### config.mk
export PLATFORM = sky130hd
export DESIGN_NAME = cpu_core
export DESIGN_NICKNAME = d
export VERILOG_FILES = /design/src/cpu_pkg.sv /design/src/instr_decoder.sv /design/src/fetch_decode.sv /design/src/reg_file.sv /design/src/alu_shifter.sv /design/src/exec_pipe.sv /design/src/cpu_core.sv
export VERILOG_INCLUDE_DIRS = /design/src /design/src/src
export SDC_FILE = /design/constraint.sdc
export NUM_CORES = 2
export LEC_CHECK = 0
export BUFFER_PORTS_ARGS = -buffer_cell sky130_fd_sc_hd__buf_2
export CORE_UTILIZATION = 56
export CTS_CLUSTER_SIZE = 16
export DETAILED_ROUTE_END_ITERATION = 8
export GPL_TIMING_DRIVEN = 0
export PLACE_DENSITY = 0.72
export SYNTH_ARGS = -nofsm -noshare
export SYNTH_HDL_FRONTEND = slang
export SYNTH_SLANG_ARGS = --single-unit
### constraint.sdc
create_clock -name clk -period 10.2 [get_ports clk]
set_clock_uncertainty 0.15 [all_clocks]
set_input_delay 0.51 -clock clk [delete_from_list [all_inputs] [get_ports clk]]
set_output_delay 0.51 -clock clk [all_outputs]
set_load 0.05 [all_outputs]
### src/cpu_settings.svh
`ifndef CPU_SETTINGS_SVH
`define CPU_SETTINGS_SVH

////////////////////
// Datapath widths
////////////////////

`define CPU_DATA_WIDTH      32
`define CPU_REG_ADDR_WIDTH  5
`define CPU_SHAMT_WIDTH     5

// General register file size
`define CPU_REG_COUNT       32

////////////////////
// Fetch
////////////////////

`define CPU_PC_STEP         4
`define CPU_RESET_PC        0

`endif

### src/cpu_pkg.sv
`include "cpu_settings.svh"

package cpu_pkg;

    typedef logic [`CPU_DATA_WIDTH-1:0]     word_t;
    typedef logic [`CPU_REG_ADDR_WIDTH-1:0] reg_addr_t;
    typedef logic [`CPU_SHAMT_WIDTH-1:0]    shamt_t;

    // Major opcode in instr[31:26]
    typedef enum logic [5:0] {
        OP_SPECIAL = 6'h00,
        OP_ADDIU   = 6'h09,
        OP_SLTI    = 6'h0a,
        OP_SLTIU   = 6'h0b,
        OP_ANDI    = 6'h0c,
        OP_ORI     = 6'h0d,
        OP_XORI    = 6'h0e,
        OP_LUI     = 6'h0f
    } opcode_e;

    // R-type function in instr[5:0]
    typedef enum logic [5:0] {
        FN_SLL  = 6'h00,
        FN_SRL  = 6'h02,
        FN_SRA  = 6'h03,
        FN_SLLV = 6'h04,
        FN_SRLV = 6'h06,
        FN_SRAV = 6'h07,
        FN_ADDU = 6'h21,
        FN_SUBU = 6'h23,
        FN_AND  = 6'h24,
        FN_OR   = 6'h25,
        FN_XOR  = 6'h26,
        FN_NOR  = 6'h27,
        FN_SLT  = 6'h2a,
        FN_SLTU = 6'h2b
    } funct_e;

    // Execute stage operation
    typedef enum logic [3:0] {
        ALU_ADD, ALU_SUB, ALU_AND, ALU_OR,
        ALU_XOR, ALU_NOR, ALU_SLT, ALU_SLTU,
        ALU_LUI, ALU_SLL, ALU_SRL, ALU_SRA
    } alu_op_e;

endpackage

### src/instr_decoder.sv
`timescale 1ns/1ps

module instr_decoder (
    input  cpu_pkg::word_t     instr,
    output cpu_pkg::reg_addr_t rs_addr,
    output cpu_pkg::reg_addr_t rt_addr,
    output cpu_pkg::reg_addr_t rd_addr,
    output cpu_pkg::alu_op_e   alu_op,
    output cpu_pkg::word_t     imm_ext,
    output logic               use_imm,
    output cpu_pkg::shamt_t    shamt,
    output logic               shamt_from_reg,
    output logic               is_shift,
    output logic               reg_w
);

    import cpu_pkg::*;

    opcode_e   opcode;
    funct_e    funct;
    reg_addr_t dest;
    logic      zero_ext;
    logic      known;

    assign opcode = opcode_e'(instr[31:26]);
    assign funct  = funct_e'(instr[5:0]);

    ////////////////////
    // Field split
    ////////////////////

    assign rs_addr = instr[25:21];
    assign rt_addr = instr[20:16];
    assign shamt   = instr[10:6];

    // R-type writes rd, I-type writes rt
    assign dest    = (opcode == OP_SPECIAL) ? instr[15:11] : instr[20:16];
    assign rd_addr = dest;
    assign use_imm = (opcode != OP_SPECIAL);

    assign imm_ext = zero_ext ? {16'h0000, instr[15:0]} : {{16{instr[15]}}, instr[15:0]};

    // No write for $0 or anything not recognised
    assign reg_w = known && (dest != '0);

    ////////////////////
    // Operation map
    ////////////////////

    always_comb begin
        alu_op         = ALU_ADD;
        shamt_from_reg = 1'b0;
        is_shift       = 1'b0;
        zero_ext       = 1'b0;
        known          = 1'b1;
        case (opcode)
            OP_SPECIAL: begin
                case (funct)
                    FN_SLL:  alu_op = ALU_SLL;
                    FN_SRL:  alu_op = ALU_SRL;
                    FN_SRA:  alu_op = ALU_SRA;
                    FN_SLLV: alu_op = ALU_SLL;
                    FN_SRLV: alu_op = ALU_SRL;
                    FN_SRAV: alu_op = ALU_SRA;
                    FN_ADDU: alu_op = ALU_ADD;
                    FN_SUBU: alu_op = ALU_SUB;
                    FN_AND:  alu_op = ALU_AND;
                    FN_OR:   alu_op = ALU_OR;
                    FN_XOR:  alu_op = ALU_XOR;
                    FN_NOR:  alu_op = ALU_NOR;
                    FN_SLT:  alu_op = ALU_SLT;
                    FN_SLTU: alu_op = ALU_SLTU;
                    default: known  = 1'b0;
                endcase
                is_shift       = (instr[5:3] == 3'b000);
                shamt_from_reg = (instr[5:2] == 4'b0001);
            end
            OP_ADDIU: alu_op = ALU_ADD;
            OP_SLTI:  alu_op = ALU_SLT;
            // Sign-extended, then compared unsigned
            OP_SLTIU: alu_op = ALU_SLTU;
            OP_ANDI: begin
                alu_op   = ALU_AND;
                zero_ext = 1'b1;
            end
            OP_ORI: begin
                alu_op   = ALU_OR;
                zero_ext = 1'b1;
            end
            OP_XORI: begin
                alu_op   = ALU_XOR;
                zero_ext = 1'b1;
            end
            OP_LUI:   alu_op = ALU_LUI;
            default:  known  = 1'b0;
        endcase
    end

endmodule

### src/fetch_decode.sv
`timescale 1ns/1ps

`include "cpu_settings.svh"

module fetch_decode (
    input  logic               clk,
    input  logic               arst_n,
    input  cpu_pkg::word_t     instr,
    output cpu_pkg::word_t     pc,
    output cpu_pkg::reg_addr_t rs_addr,
    output cpu_pkg::reg_addr_t rt_addr,
    output cpu_pkg::reg_addr_t rd_addr,
    output cpu_pkg::alu_op_e   alu_op,
    output cpu_pkg::word_t     imm_ext,
    output logic               use_imm,
    output logic               shamt_from_reg,
    output logic               is_shift,
    output logic               reg_w,
    output cpu_pkg::shamt_t    shamt
);

    import cpu_pkg::*;

    // Fetch/decode instruction register
    word_t fd_instr;

    ////////////////////
    // PC and IF/ID
    ////////////////////

    // All-zero word is sll $0, which decodes with reg_w low
    always_ff @(posedge clk or negedge arst_n) begin
        if (!arst_n) begin
            pc       <= word_t'(`CPU_RESET_PC);
            fd_instr <= '0;
        end else begin
            pc       <= pc + word_t'(`CPU_PC_STEP);
            fd_instr <= instr;
        end
    end

    instr_decoder instr_decoder_i (
        .instr          ( fd_instr       ),
        .rs_addr        ( rs_addr        ),
        .rt_addr        ( rt_addr        ),
        .rd_addr        ( rd_addr        ),
        .alu_op         ( alu_op         ),
        .imm_ext        ( imm_ext        ),
        .use_imm        ( use_imm        ),
        .shamt          ( shamt          ),
        .shamt_from_reg ( shamt_from_reg ),
        .is_shift       ( is_shift       ),
        .reg_w          ( reg_w          )
    );

endmodule

### src/reg_file.sv
`timescale 1ns/1ps

`include "cpu_settings.svh"

module reg_file (
    input  logic               clk,
    input  logic               arst_n,
    input  cpu_pkg::reg_addr_t rs_addr,
    input  cpu_pkg::reg_addr_t rt_addr,
    input  logic               wb_en,
    input  cpu_pkg::reg_addr_t wb_rd_addr,
    input  cpu_pkg::word_t     wb_data,
    output cpu_pkg::word_t     rs_data,
    output cpu_pkg::word_t     rt_data
);

    import cpu_pkg::*;

    word_t regs [`CPU_REG_COUNT];

    always_ff @(posedge clk or negedge arst_n) begin
        if (!arst_n) begin
            for (int i = 0; i < `CPU_REG_COUNT; i++) begin
                regs[i] <= '0;
            end
        end else if (wb_en && (wb_rd_addr != '0)) begin
            regs[wb_rd_addr] <= wb_data;
        end
    end

    // $0 is hardwired and a same-cycle write passes straight through
    function automatic word_t read_port(input reg_addr_t addr);
        if (addr == '0) begin
            return '0;
        end else if (wb_en && (addr == wb_rd_addr)) begin
            return wb_data;
        end
        return regs[addr];
    endfunction

    always_comb begin
        rs_data = read_port(rs_addr);
        rt_data = read_port(rt_addr);
    end

endmodule

### src/alu_shifter.sv
`timescale 1ns/1ps

module alu_shifter (
    input  cpu_pkg::word_t   op_a,
    input  cpu_pkg::word_t   op_b,
    input  cpu_pkg::alu_op_e alu_op,
    input  cpu_pkg::shamt_t  shamt,
    output cpu_pkg::word_t   result
);

    import cpu_pkg::*;

    word_t alu_out;
    word_t shift_out;

    ////////////////////
    // ALU
    ////////////////////

    always_comb begin
        case (alu_op)
            ALU_ADD:  alu_out = op_a + op_b;
            ALU_SUB:  alu_out = op_a - op_b;
            ALU_AND:  alu_out = op_a & op_b;
            ALU_OR:   alu_out = op_a | op_b;
            ALU_XOR:  alu_out = op_a ^ op_b;
            ALU_NOR:  alu_out = ~(op_a | op_b);
            ALU_SLT:  alu_out = word_t'($signed(op_a) < $signed(op_b));
            ALU_SLTU: alu_out = word_t'(op_a < op_b);
            ALU_LUI:  alu_out = {op_b[15:0], 16'h0000};
            default:  alu_out = '0;
        endcase
    end

    ////////////////////
    // Barrel shifter
    ////////////////////

    // Shifts always act on op_b (rt)
    always_comb begin
        case (alu_op)
            ALU_SLL: shift_out = op_b << shamt;
            ALU_SRL: shift_out = op_b >> shamt;
            ALU_SRA: shift_out = word_t'($signed(op_b) >>> shamt);
            default: shift_out = '0;
        endcase
    end

    // Result select
    always_comb begin
        case (alu_op)
            ALU_SLL, ALU_SRL, ALU_SRA: result = shift_out;
            default:                   result = alu_out;
        endcase
    end

endmodule

### src/exec_pipe.sv
`timescale 1ns/1ps

module exec_pipe (
    input  logic               clk,
    input  logic               arst_n,
    input  cpu_pkg::reg_addr_t rs_addr,
    input  cpu_pkg::reg_addr_t rt_addr,
    input  cpu_pkg::reg_addr_t rd_addr,
    input  cpu_pkg::alu_op_e   alu_op,
    input  cpu_pkg::word_t     imm_ext,
    input  logic               use_imm,
    input  cpu_pkg::shamt_t    shamt,
    input  logic               shamt_from_reg,
    input  logic               is_shift,
    input  logic               reg_w,
    input  cpu_pkg::word_t     rs_data,
    input  cpu_pkg::word_t     rt_data,
    output logic               wb_en,
    output cpu_pkg::reg_addr_t wb_rd_addr,
    output cpu_pkg::word_t     wb_data
);

    import cpu_pkg::*;

    // ID/EX control
    reg_addr_t ex_rs_addr;
    reg_addr_t ex_rt_addr;
    reg_addr_t ex_rd_addr;
    alu_op_e   ex_alu_op;
    logic      ex_use_imm;
    logic      ex_shamt_from_reg;
    logic      ex_is_shift;
    logic      ex_reg_w;

    // ID/EX payload
    word_t     ex_rs_data;
    word_t     ex_rt_data;
    word_t     ex_imm_ext;
    shamt_t    ex_shamt;

    word_t     fwd_a;
    word_t     fwd_b;
    word_t     op_b;
    shamt_t    shift_amt;
    word_t     ex_result;

    ////////////////////
    // ID/EX register
    ////////////////////

    always_ff @(posedge clk or negedge arst_n) begin
        if (!arst_n) begin
            ex_rs_addr        <= '0;
            ex_rt_addr        <= '0;
            ex_rd_addr        <= '0;
            ex_alu_op         <= ALU_ADD;
            ex_use_imm        <= 1'b0;
            ex_shamt_from_reg <= 1'b0;
            ex_is_shift       <= 1'b0;
            ex_reg_w          <= 1'b0;
        end else begin
            ex_rs_addr        <= rs_addr;
            ex_rt_addr        <= rt_addr;
            ex_rd_addr        <= rd_addr;
            ex_alu_op         <= alu_op;
            ex_use_imm        <= use_imm;
            ex_shamt_from_reg <= shamt_from_reg;
            ex_is_shift       <= is_shift;
            ex_reg_w          <= reg_w;
        end
    end

    always_ff @(posedge clk) begin
        ex_rs_data <= rs_data;
        ex_rt_data <= rt_data;
        ex_imm_ext <= imm_ext;
        ex_shamt   <= shamt;
    end

    ////////////////////
    // Execute
    ////////////////////

    // Only source of forwarding is the EX/WB register
    assign fwd_a = (wb_en && (wb_rd_addr != '0) && (wb_rd_addr == ex_rs_addr)) ?
                   wb_data : ex_rs_data;
    assign fwd_b = (wb_en && (wb_rd_addr != '0) && (wb_rd_addr == ex_rt_addr)) ?
                   wb_data : ex_rt_data;

    assign op_b = ex_use_imm ? ex_imm_ext : fwd_b;

    // Variable shifts take rs[4:0] and non-shift ops get a zero amount
    assign shift_amt = !ex_is_shift      ? '0 :
                       ex_shamt_from_reg ? shamt_t'(fwd_a) : ex_shamt;

    alu_shifter alu_shifter_i (
        .op_a   ( fwd_a     ),
        .op_b   ( op_b      ),
        .alu_op ( ex_alu_op ),
        .shamt  ( shift_amt ),
        .result ( ex_result )
    );

    ////////////////////
    // EX/WB register
    ////////////////////

    always_ff @(posedge clk or negedge arst_n) begin
        if (!arst_n) begin
            wb_en      <= 1'b0;
            wb_rd_addr <= '0;
        end else begin
            wb_en      <= ex_reg_w;
            wb_rd_addr <= ex_rd_addr;
        end
    end

    always_ff @(posedge clk) begin
        wb_data <= ex_result;
    end

endmodule

### src/cpu_core.sv
`timescale 1ns/1ps

module cpu_core (
    input  logic               clk,
    input  logic               arst_n,
    input  cpu_pkg::word_t     instr,
    output cpu_pkg::word_t     pc,
    output logic               wb_en,
    output cpu_pkg::reg_addr_t wb_rd_addr,
    output cpu_pkg::word_t     wb_data
);

    import cpu_pkg::*;

    // Decode stage outputs
    reg_addr_t rs_addr;
    reg_addr_t rt_addr;
    reg_addr_t rd_addr;
    alu_op_e   alu_op;
    word_t     imm_ext;
    logic      use_imm;
    logic      shamt_from_reg;
    logic      is_shift;
    logic      reg_w;
    shamt_t    shamt;

    // Register read data
    word_t     rs_data;
    word_t     rt_data;

    fetch_decode fetch_decode_i (
        .clk            ( clk            ),
        .arst_n         ( arst_n         ),
        .instr          ( instr          ),
        .pc             ( pc             ),
        .rs_addr        ( rs_addr        ),
        .rt_addr        ( rt_addr        ),
        .rd_addr        ( rd_addr        ),
        .alu_op         ( alu_op         ),
        .imm_ext        ( imm_ext        ),
        .use_imm        ( use_imm        ),
        .shamt_from_reg ( shamt_from_reg ),
        .is_shift       ( is_shift       ),
        .reg_w          ( reg_w          ),
        .shamt          ( shamt          )
    );

    reg_file reg_file_i (
        .clk        ( clk        ),
        .arst_n     ( arst_n     ),
        .rs_addr    ( rs_addr    ),
        .rt_addr    ( rt_addr    ),
        .wb_en      ( wb_en      ),
        .wb_rd_addr ( wb_rd_addr ),
        .wb_data    ( wb_data    ),
        .rs_data    ( rs_data    ),
        .rt_data    ( rt_data    )
    );

    exec_pipe exec_pipe_i (
        .clk            ( clk            ),
        .arst_n         ( arst_n         ),
        .rs_addr        ( rs_addr        ),
        .rt_addr        ( rt_addr        ),
        .rd_addr        ( rd_addr        ),
        .alu_op         ( alu_op         ),
        .imm_ext        ( imm_ext        ),
        .use_imm        ( use_imm        ),
        .shamt          ( shamt          ),
        .shamt_from_reg ( shamt_from_reg ),
        .is_shift       ( is_shift       ),
        .reg_w          ( reg_w          ),
        .rs_data        ( rs_data        ),
        .rt_data        ( rt_data        ),
        .wb_en          ( wb_en          ),
        .wb_rd_addr     ( wb_rd_addr     ),
        .wb_data        ( wb_data        )
    );

endmodule

=== Yosys cells after proc, flatten, opt, wreduce, memory -nomap -nowiden ===
Cells that the tools add are included.

* Add/sub/neg operators: 3
* Equal/unequal tests: 36
* Bitwise operators: 7
* Reductions and logical operators: 23
* $lt $le $gt $ge: 6
* Multiplexer cells: 35
* Shift-type cells: 3

{| class="wikitable"
|+ Operators with widths
! cell !! number
|-
| bitwise mux 1024 bit || 1
|-
| two-way mux 32 bit || 15
|-
| binary-select mux 32 bit (select 5 bit) || 2
|-
| case mux 32 bit (9 select lines) || 1
|-
| demux 32 bit (select 5 bit) || 1
|-
| case mux 32 bit (3 select lines) || 1
|-
| less-than comparator 32 bit || 2
|-
| == test 6 bit (second input constant) || 8
|-
| == test 6 x 4 -> 1 bit (second input constant) || 7
|-
| case mux 4 bit (10 select lines) || 1
|-
| adder 32 x 3 -> 32 bit (second input constant) || 1
|-
| adder 32 bit || 1
|-
| AND 32 bit || 1
|-
| inverter 32 bit || 1
|-
| bitwise OR 32 bit || 1
|-
| << shifter 32 x 5 -> 32 bit || 1
|-
| >> shifter 32 x 5 -> 32 bit || 1
|-
| >>> shifter 32 x 5 -> 32 bit || 1
|-
| subtractor 32 bit || 1
|-
| bitwise XOR 32 bit || 1
|-
| case mux 4 bit (7 select lines) || 1
|-
| == test 5 bit || 4
|-
| == test 6 x 3 -> 1 bit (second input constant) || 3
|-
| greater-or-equal comparator 6 bit (second input constant) || 3
|-
| 21 further kinds || 53
|}

* Flip-flop bits (word level): 1,235
* Input bits: 34

=== Longest topological paths before layout ===
* Word-level depth: 9
* Depth in mapped cells: 22
* Depth with buffers taken out: 18

=== By module ===
From an unflattened synthesis, not the netlist that was laid out.

* Cell total of the unflattened synthesis: 5,572
* Area, all modules: 72,119.2 um2

{| class="wikitable"
|+ Modules (own cells, without submodules)
! module !! cells an instance !! area each (um2) !! times used !! seq. area each (um2)
|-
| reg_file || 3,652 || 55,444.4 || 1 || 25,624.6
|-
| alu_shifter || 1,354 || 9,096.2 || 1 || 0.0
|-
| exec_pipe || 319 || 4,684.5 || 1 || 3,388.2
|-
| fetch_decode || 145 || 2,164.6 || 1 || 1,551.5
|-
| instr_decoder || 102 || 729.4 || 1 || 0.0
|}

=== Least setup slack after synthesis ===
Ideal clock, no wire load.

* Path kind: register to register
* Start point: reg exec_pipe_i.wb_rd_addr[1]
* End point: reg exec_pipe_i.wb_data[19]
* Slack: 4.869 ns
* Data required time: 9.930 ns
* Arrival time: 5.062 ns
* Stages on the path, launching flop included: 21
* Cell sequence: dfrtp_1 > buf_6 > or4_4 > o211a_1 > buf_6 > and2_1 > buf_2 > buf_1 > mux2i_1 > inv_1 > ha_1 > a21o_1 > and4_1 > o211a_1 > o31ai_1 > o21a_1 > a21oi_1 > a221o_1 > a221oi_1 > o31ai_1 > a211o_1

* Cells in the longest elaborated chain, start to end: 9
* Elaborated cells on any way between the ends: 23

{| class="wikitable"
|+ RTL lines
! item !! line !! RTL
|-
| from (decl) || exec_pipe.sv:19 || <nowiki>output cpu_pkg::reg_addr_t wb_rd_addr,</nowiki>
|-
| from (signal assigned) || exec_pipe.sv:114 || <nowiki>wb_rd_addr <= ex_rd_addr;</nowiki>
|-
| parallel branches: the longest is 8 deep, another holds subtractor 32 bit || -- ||
|-
| two-way mux 32 bit * || alu_shifter.sv:51 || <nowiki>case (alu_op)</nowiki>
|-
| via exec_pipe_i.alu_shifter_i.result[19] || alu_shifter.sv:8 || <nowiki>output cpu_pkg::word_t result</nowiki>
|-
| to (signal assigned) || exec_pipe.sv:119 || <nowiki>wb_data <= ex_result;</nowiki>
|-
| to (decl) || exec_pipe.sv:20 || <nowiki>output cpu_pkg::word_t wb_data</nowiki>
|}

Mark *: on every way through the listed nets, which the timed path passes.
A chain may end at the register's enable or synchronous reset.

=== Worst setup path after layout ===
* Start point: reg exec_pipe_i.wb_rd_addr[3]
* End point: reg exec_pipe_i.wb_data[19]

Same word-level chain as after synthesis.

==> metrics.txt <==
cells along the critical path=xnor2_1 -> and4_1 -> clkbuf_1 -> and2_1 -> buf_2 -> buf_1 -> mux2i_1 -> inv_1 -> ha_1 -> a21o_1 -> and4_1 -> o211a_1 -> o31ai_1 -> o21a_1 -> a21oi_1 -> a221o_1 -> a221oi_1 -> o31ai_1 -> a211o_1; sequential share of the synthesized area=0.4290; commonest cells after routing, fill and taps aside=dfrtp_1 (1115), mux2_2 (807), mux4_2 (640); Largest Register=reg_file_i.regs; P_leak=0.03443 µW; fillcell total=9263; Crit. path cell count=19; DR vias/cell=7.158; largest net degree at the start of global routing=173; global-route wire length before repair=407.9 mm; Remaining DRCs=16; post-CTS setup buffer count=0; worst min path class=primary input to asynchronous set/reset pin; CP bufs+invs=4; worst slew pin tran=1.550 ns; max_cap viols=7; period utilization=0.7939; WP data arrival=8.64 ns; # IOs=104; WHS=0.1527 ns; Die Wd=356.4 µm; failing checks=design-rule violations, max-capacitance violations, max-slew violations; ys async rst share=0.9080; die footprint=0.1270 mm²; Critical Path Sink Type=flip-flop; Placement Rows=129; Layout area overhead=11.30%; PwrDens=175.5 mW/mm²; Num CTS Buffers=134; clk slew on worst S/H paths=0.06 ns; DP Area=0.07331 mm²; critical path's slowest cell=o31ai_1; Slew Viols, Final=24; final setup TNS=0 ns; Mapped Area=0.07032 mm²; CP top delay family=compound AO/OA/AOI/OAI gates; total track usage=0.4612; wire length per cell=38.01 µm; most common cell after layout, fill and taps aside=dfrtp_1; CTS Sinks=1228; Mapped Cells=5566; Post-DRT Antenna Nets=0; Crit Path Class=flip-flop to flip-flop; drt first pass iters=9; Multi-input gate area=0.03752 mm²; Tot Pwr=13730 µW; fin util=0.6305; Yosys warning count=0; Slew Limit Headroom=-0.06276; CTS tree=built; WP data required=10.74 ns; final setup vio count=0; # port buffers=101; Critical Path Source Type=flip-flop; worst reg2reg path depth=19; post-route cell area=0.07826 mm²; grt ovf=0; vias in the first global route=54716; Main synth FF type=dfrtp_1; clock buffer depth=3; H-tree levels=4; dpl hpwl=219.6 mm; height of the die=356.4 µm; EDFF count, synth=0; total number of vias=54491; Synth cell types=94; final hold violation count=0; gp weighted congestion=1.083; Peak VDD IR=0.2119 mV; CTS Root Cell=clkbuf_16; routed wire length=289.4 mm; initial antenna violation count=13; nets@finish=5993; DRT iter0 DRCs=7213; core area=0.1241 mm²; share of cells above drive strength 1=0.3195; Initial Util=0.5665; CP Max Fanout=10; RSZ-0062 raised after global routing=no; Max Clk Rate=123.5 MHz; post-synthesis register bit count=1228; Register Area=0.03016 mm²; clk_lat worst skew=0.83 ns; Final Critical Period=8.098 ns; synthesized area per cell=12.63 µm²; status=complete, but fails checks; max reg flops=1024; slowest stage delay, CP=1.05 ns
[what timing repair did]
item | in CTS | in global routing
hold buffers | 34 | 0
endpoints found under the setup margin | 0 | 0
endpoints found under the hold margin | 524 | 0
gates resized for setup | 0 | 0
[worst paths after layout]
kind                                                     start                                   to  slack, ns
setup reg to reg           exec_pipe_i.wb_rd_addr[3]$_DFF_PN0_      exec_pipe_i.wb_data[19]$_DFF_P_       2.10
hold / removal                                          arst_n      reg_file_i.regs[90]$_DFFE_PN0P_       0.15
max in group asynchronous                               arst_n      fetch_decode_i.pc[15]$_DFF_PN0_       7.79
min in group clk           exec_pipe_i.ex_rd_addr[1]$_DFF_PN0_  exec_pipe_i.wb_rd_addr[1]$_DFF_PN0_       0.18
setup / recovery           exec_pipe_i.wb_rd_addr[3]$_DFF_PN0_      exec_pipe_i.wb_data[19]$_DFF_P_       2.10
hold reg to reg            exec_pipe_i.ex_rd_addr[1]$_DFF_PN0_  exec_pipe_i.wb_rd_addr[1]$_DFF_PN0_       0.18
[final cells by class]
cell class,count,area share
multi-input combinational,3648,0.4794
antenna,11,0.0003517
clock buffer,189,0.04990
timing repair buffer,157,0.01532
inverter,115,0.005516
tap,1637,0.02617
buffer,576,0.02975
sequential,1228,0.3854
clock inverter,52,0.008169
[cell usage after synthesis (13+ instances only)]
| library cell | instances | area [µm²] |
|---|---|---|
| xnor2_1 | 36 | 315.3 |
| clkbuf_1 | 455 | 1708 |
| mux4_2 | 640 | 14410 |
| ha_1 | 97 | 1214 |
| nand4_1 | 26 | 162.7 |
| inv_1 | 112 | 420.4 |
| dfrtp_1 | 1115 | 27900 |
| nor4_1 | 15 | 93.84 |
| dfxtp_1 | 113 | 2262 |
| a31oi_1 | 24 | 150.1 |
| buf_1 | 68 | 255.2 |
| o21ai_0 | 373 | 1867 |
| o31ai_1 | 14 | 105.1 |
| xor2_1 | 19 | 166.4 |
| a211oi_1 | 89 | 668.1 |
| a221oi_1 | 35 | 306.5 |
| o21bai_1 | 18 | 135.1 |
| a211o_1 | 19 | 166.4 |
| nor2_1 | 245 | 919.6 |
| and3_1 | 14 | 87.58 |
| nand3_1 | 48 | 240.2 |
| mux2_2 | 807 | 9087 |
| a21oi_1 | 111 | 555.5 |
| nand2_1 | 419 | 1573 |
| nor3_1 | 39 | 195.2 |
| o211ai_1 | 30 | 225.2 |
| a21o_1 | 21 | 157.7 |
| o22ai_1 | 24 | 150.1 |
| a221o_1 | 17 | 170.2 |
| nor2b_1 | 36 | 225.2 |
| o221ai_1 | 19 | 166.4 |
| mux2i_1 | 197 | 1972 |
| buf_2 | 32 | 160.2 |
| o311a_1 | 13 | 130.1 |
| nand2b_1 | 18 | 112.6 |
[routing by layer]
layer	up-vias	global-route usage	share of wire	routed length, µm
li1	21689	-	-	-
met1	27877	0.5446	0.34	99250
met2	3801	0.7092	0.46	132000
met3	1116	0.1390	0.11	30610
met4	8	0.3573	0.095	27510
met5	-	0	0.00021	60
[cells by family (layout without fill, tap and decap cells)]
kind of cell               after synthesis  after routing  synth area share
muxes                                 1648           1648            0.3630
DFF                                   1228           1228            0.4290
AOI/OAI and AO/OA                      930            930           0.08715
and+or+nand+nor                        914            914           0.05708
buffers and inverters                  691           1089           0.03902
adders and majority gates               99             99           0.01783
xor gates and xnor gates                55             55          0.006851
other                                    1             13        0.00005333
[tightest hold or removal path: stages]
cell and delay, ns:
dlygate4sd3_1 0.59, buf_12 0.16, buf_12 0.19
[stage by stage]
stage                     setup slack, ns  std cells
after floorplan                     4.869       5567
after global placement             -15.20       7305
after detailed placement            2.432       7325
after CTS                           2.446       7600
after global routing                2.067       7602
final                               2.102       7613
[report_power, final]
group	switching [µW]	internal, µW
Clock	2180	2900
Combinational	1810	1070
Sequential	454	5320
Total	4440	9290
Note: power is estimated with default switching activity, not from simulation.
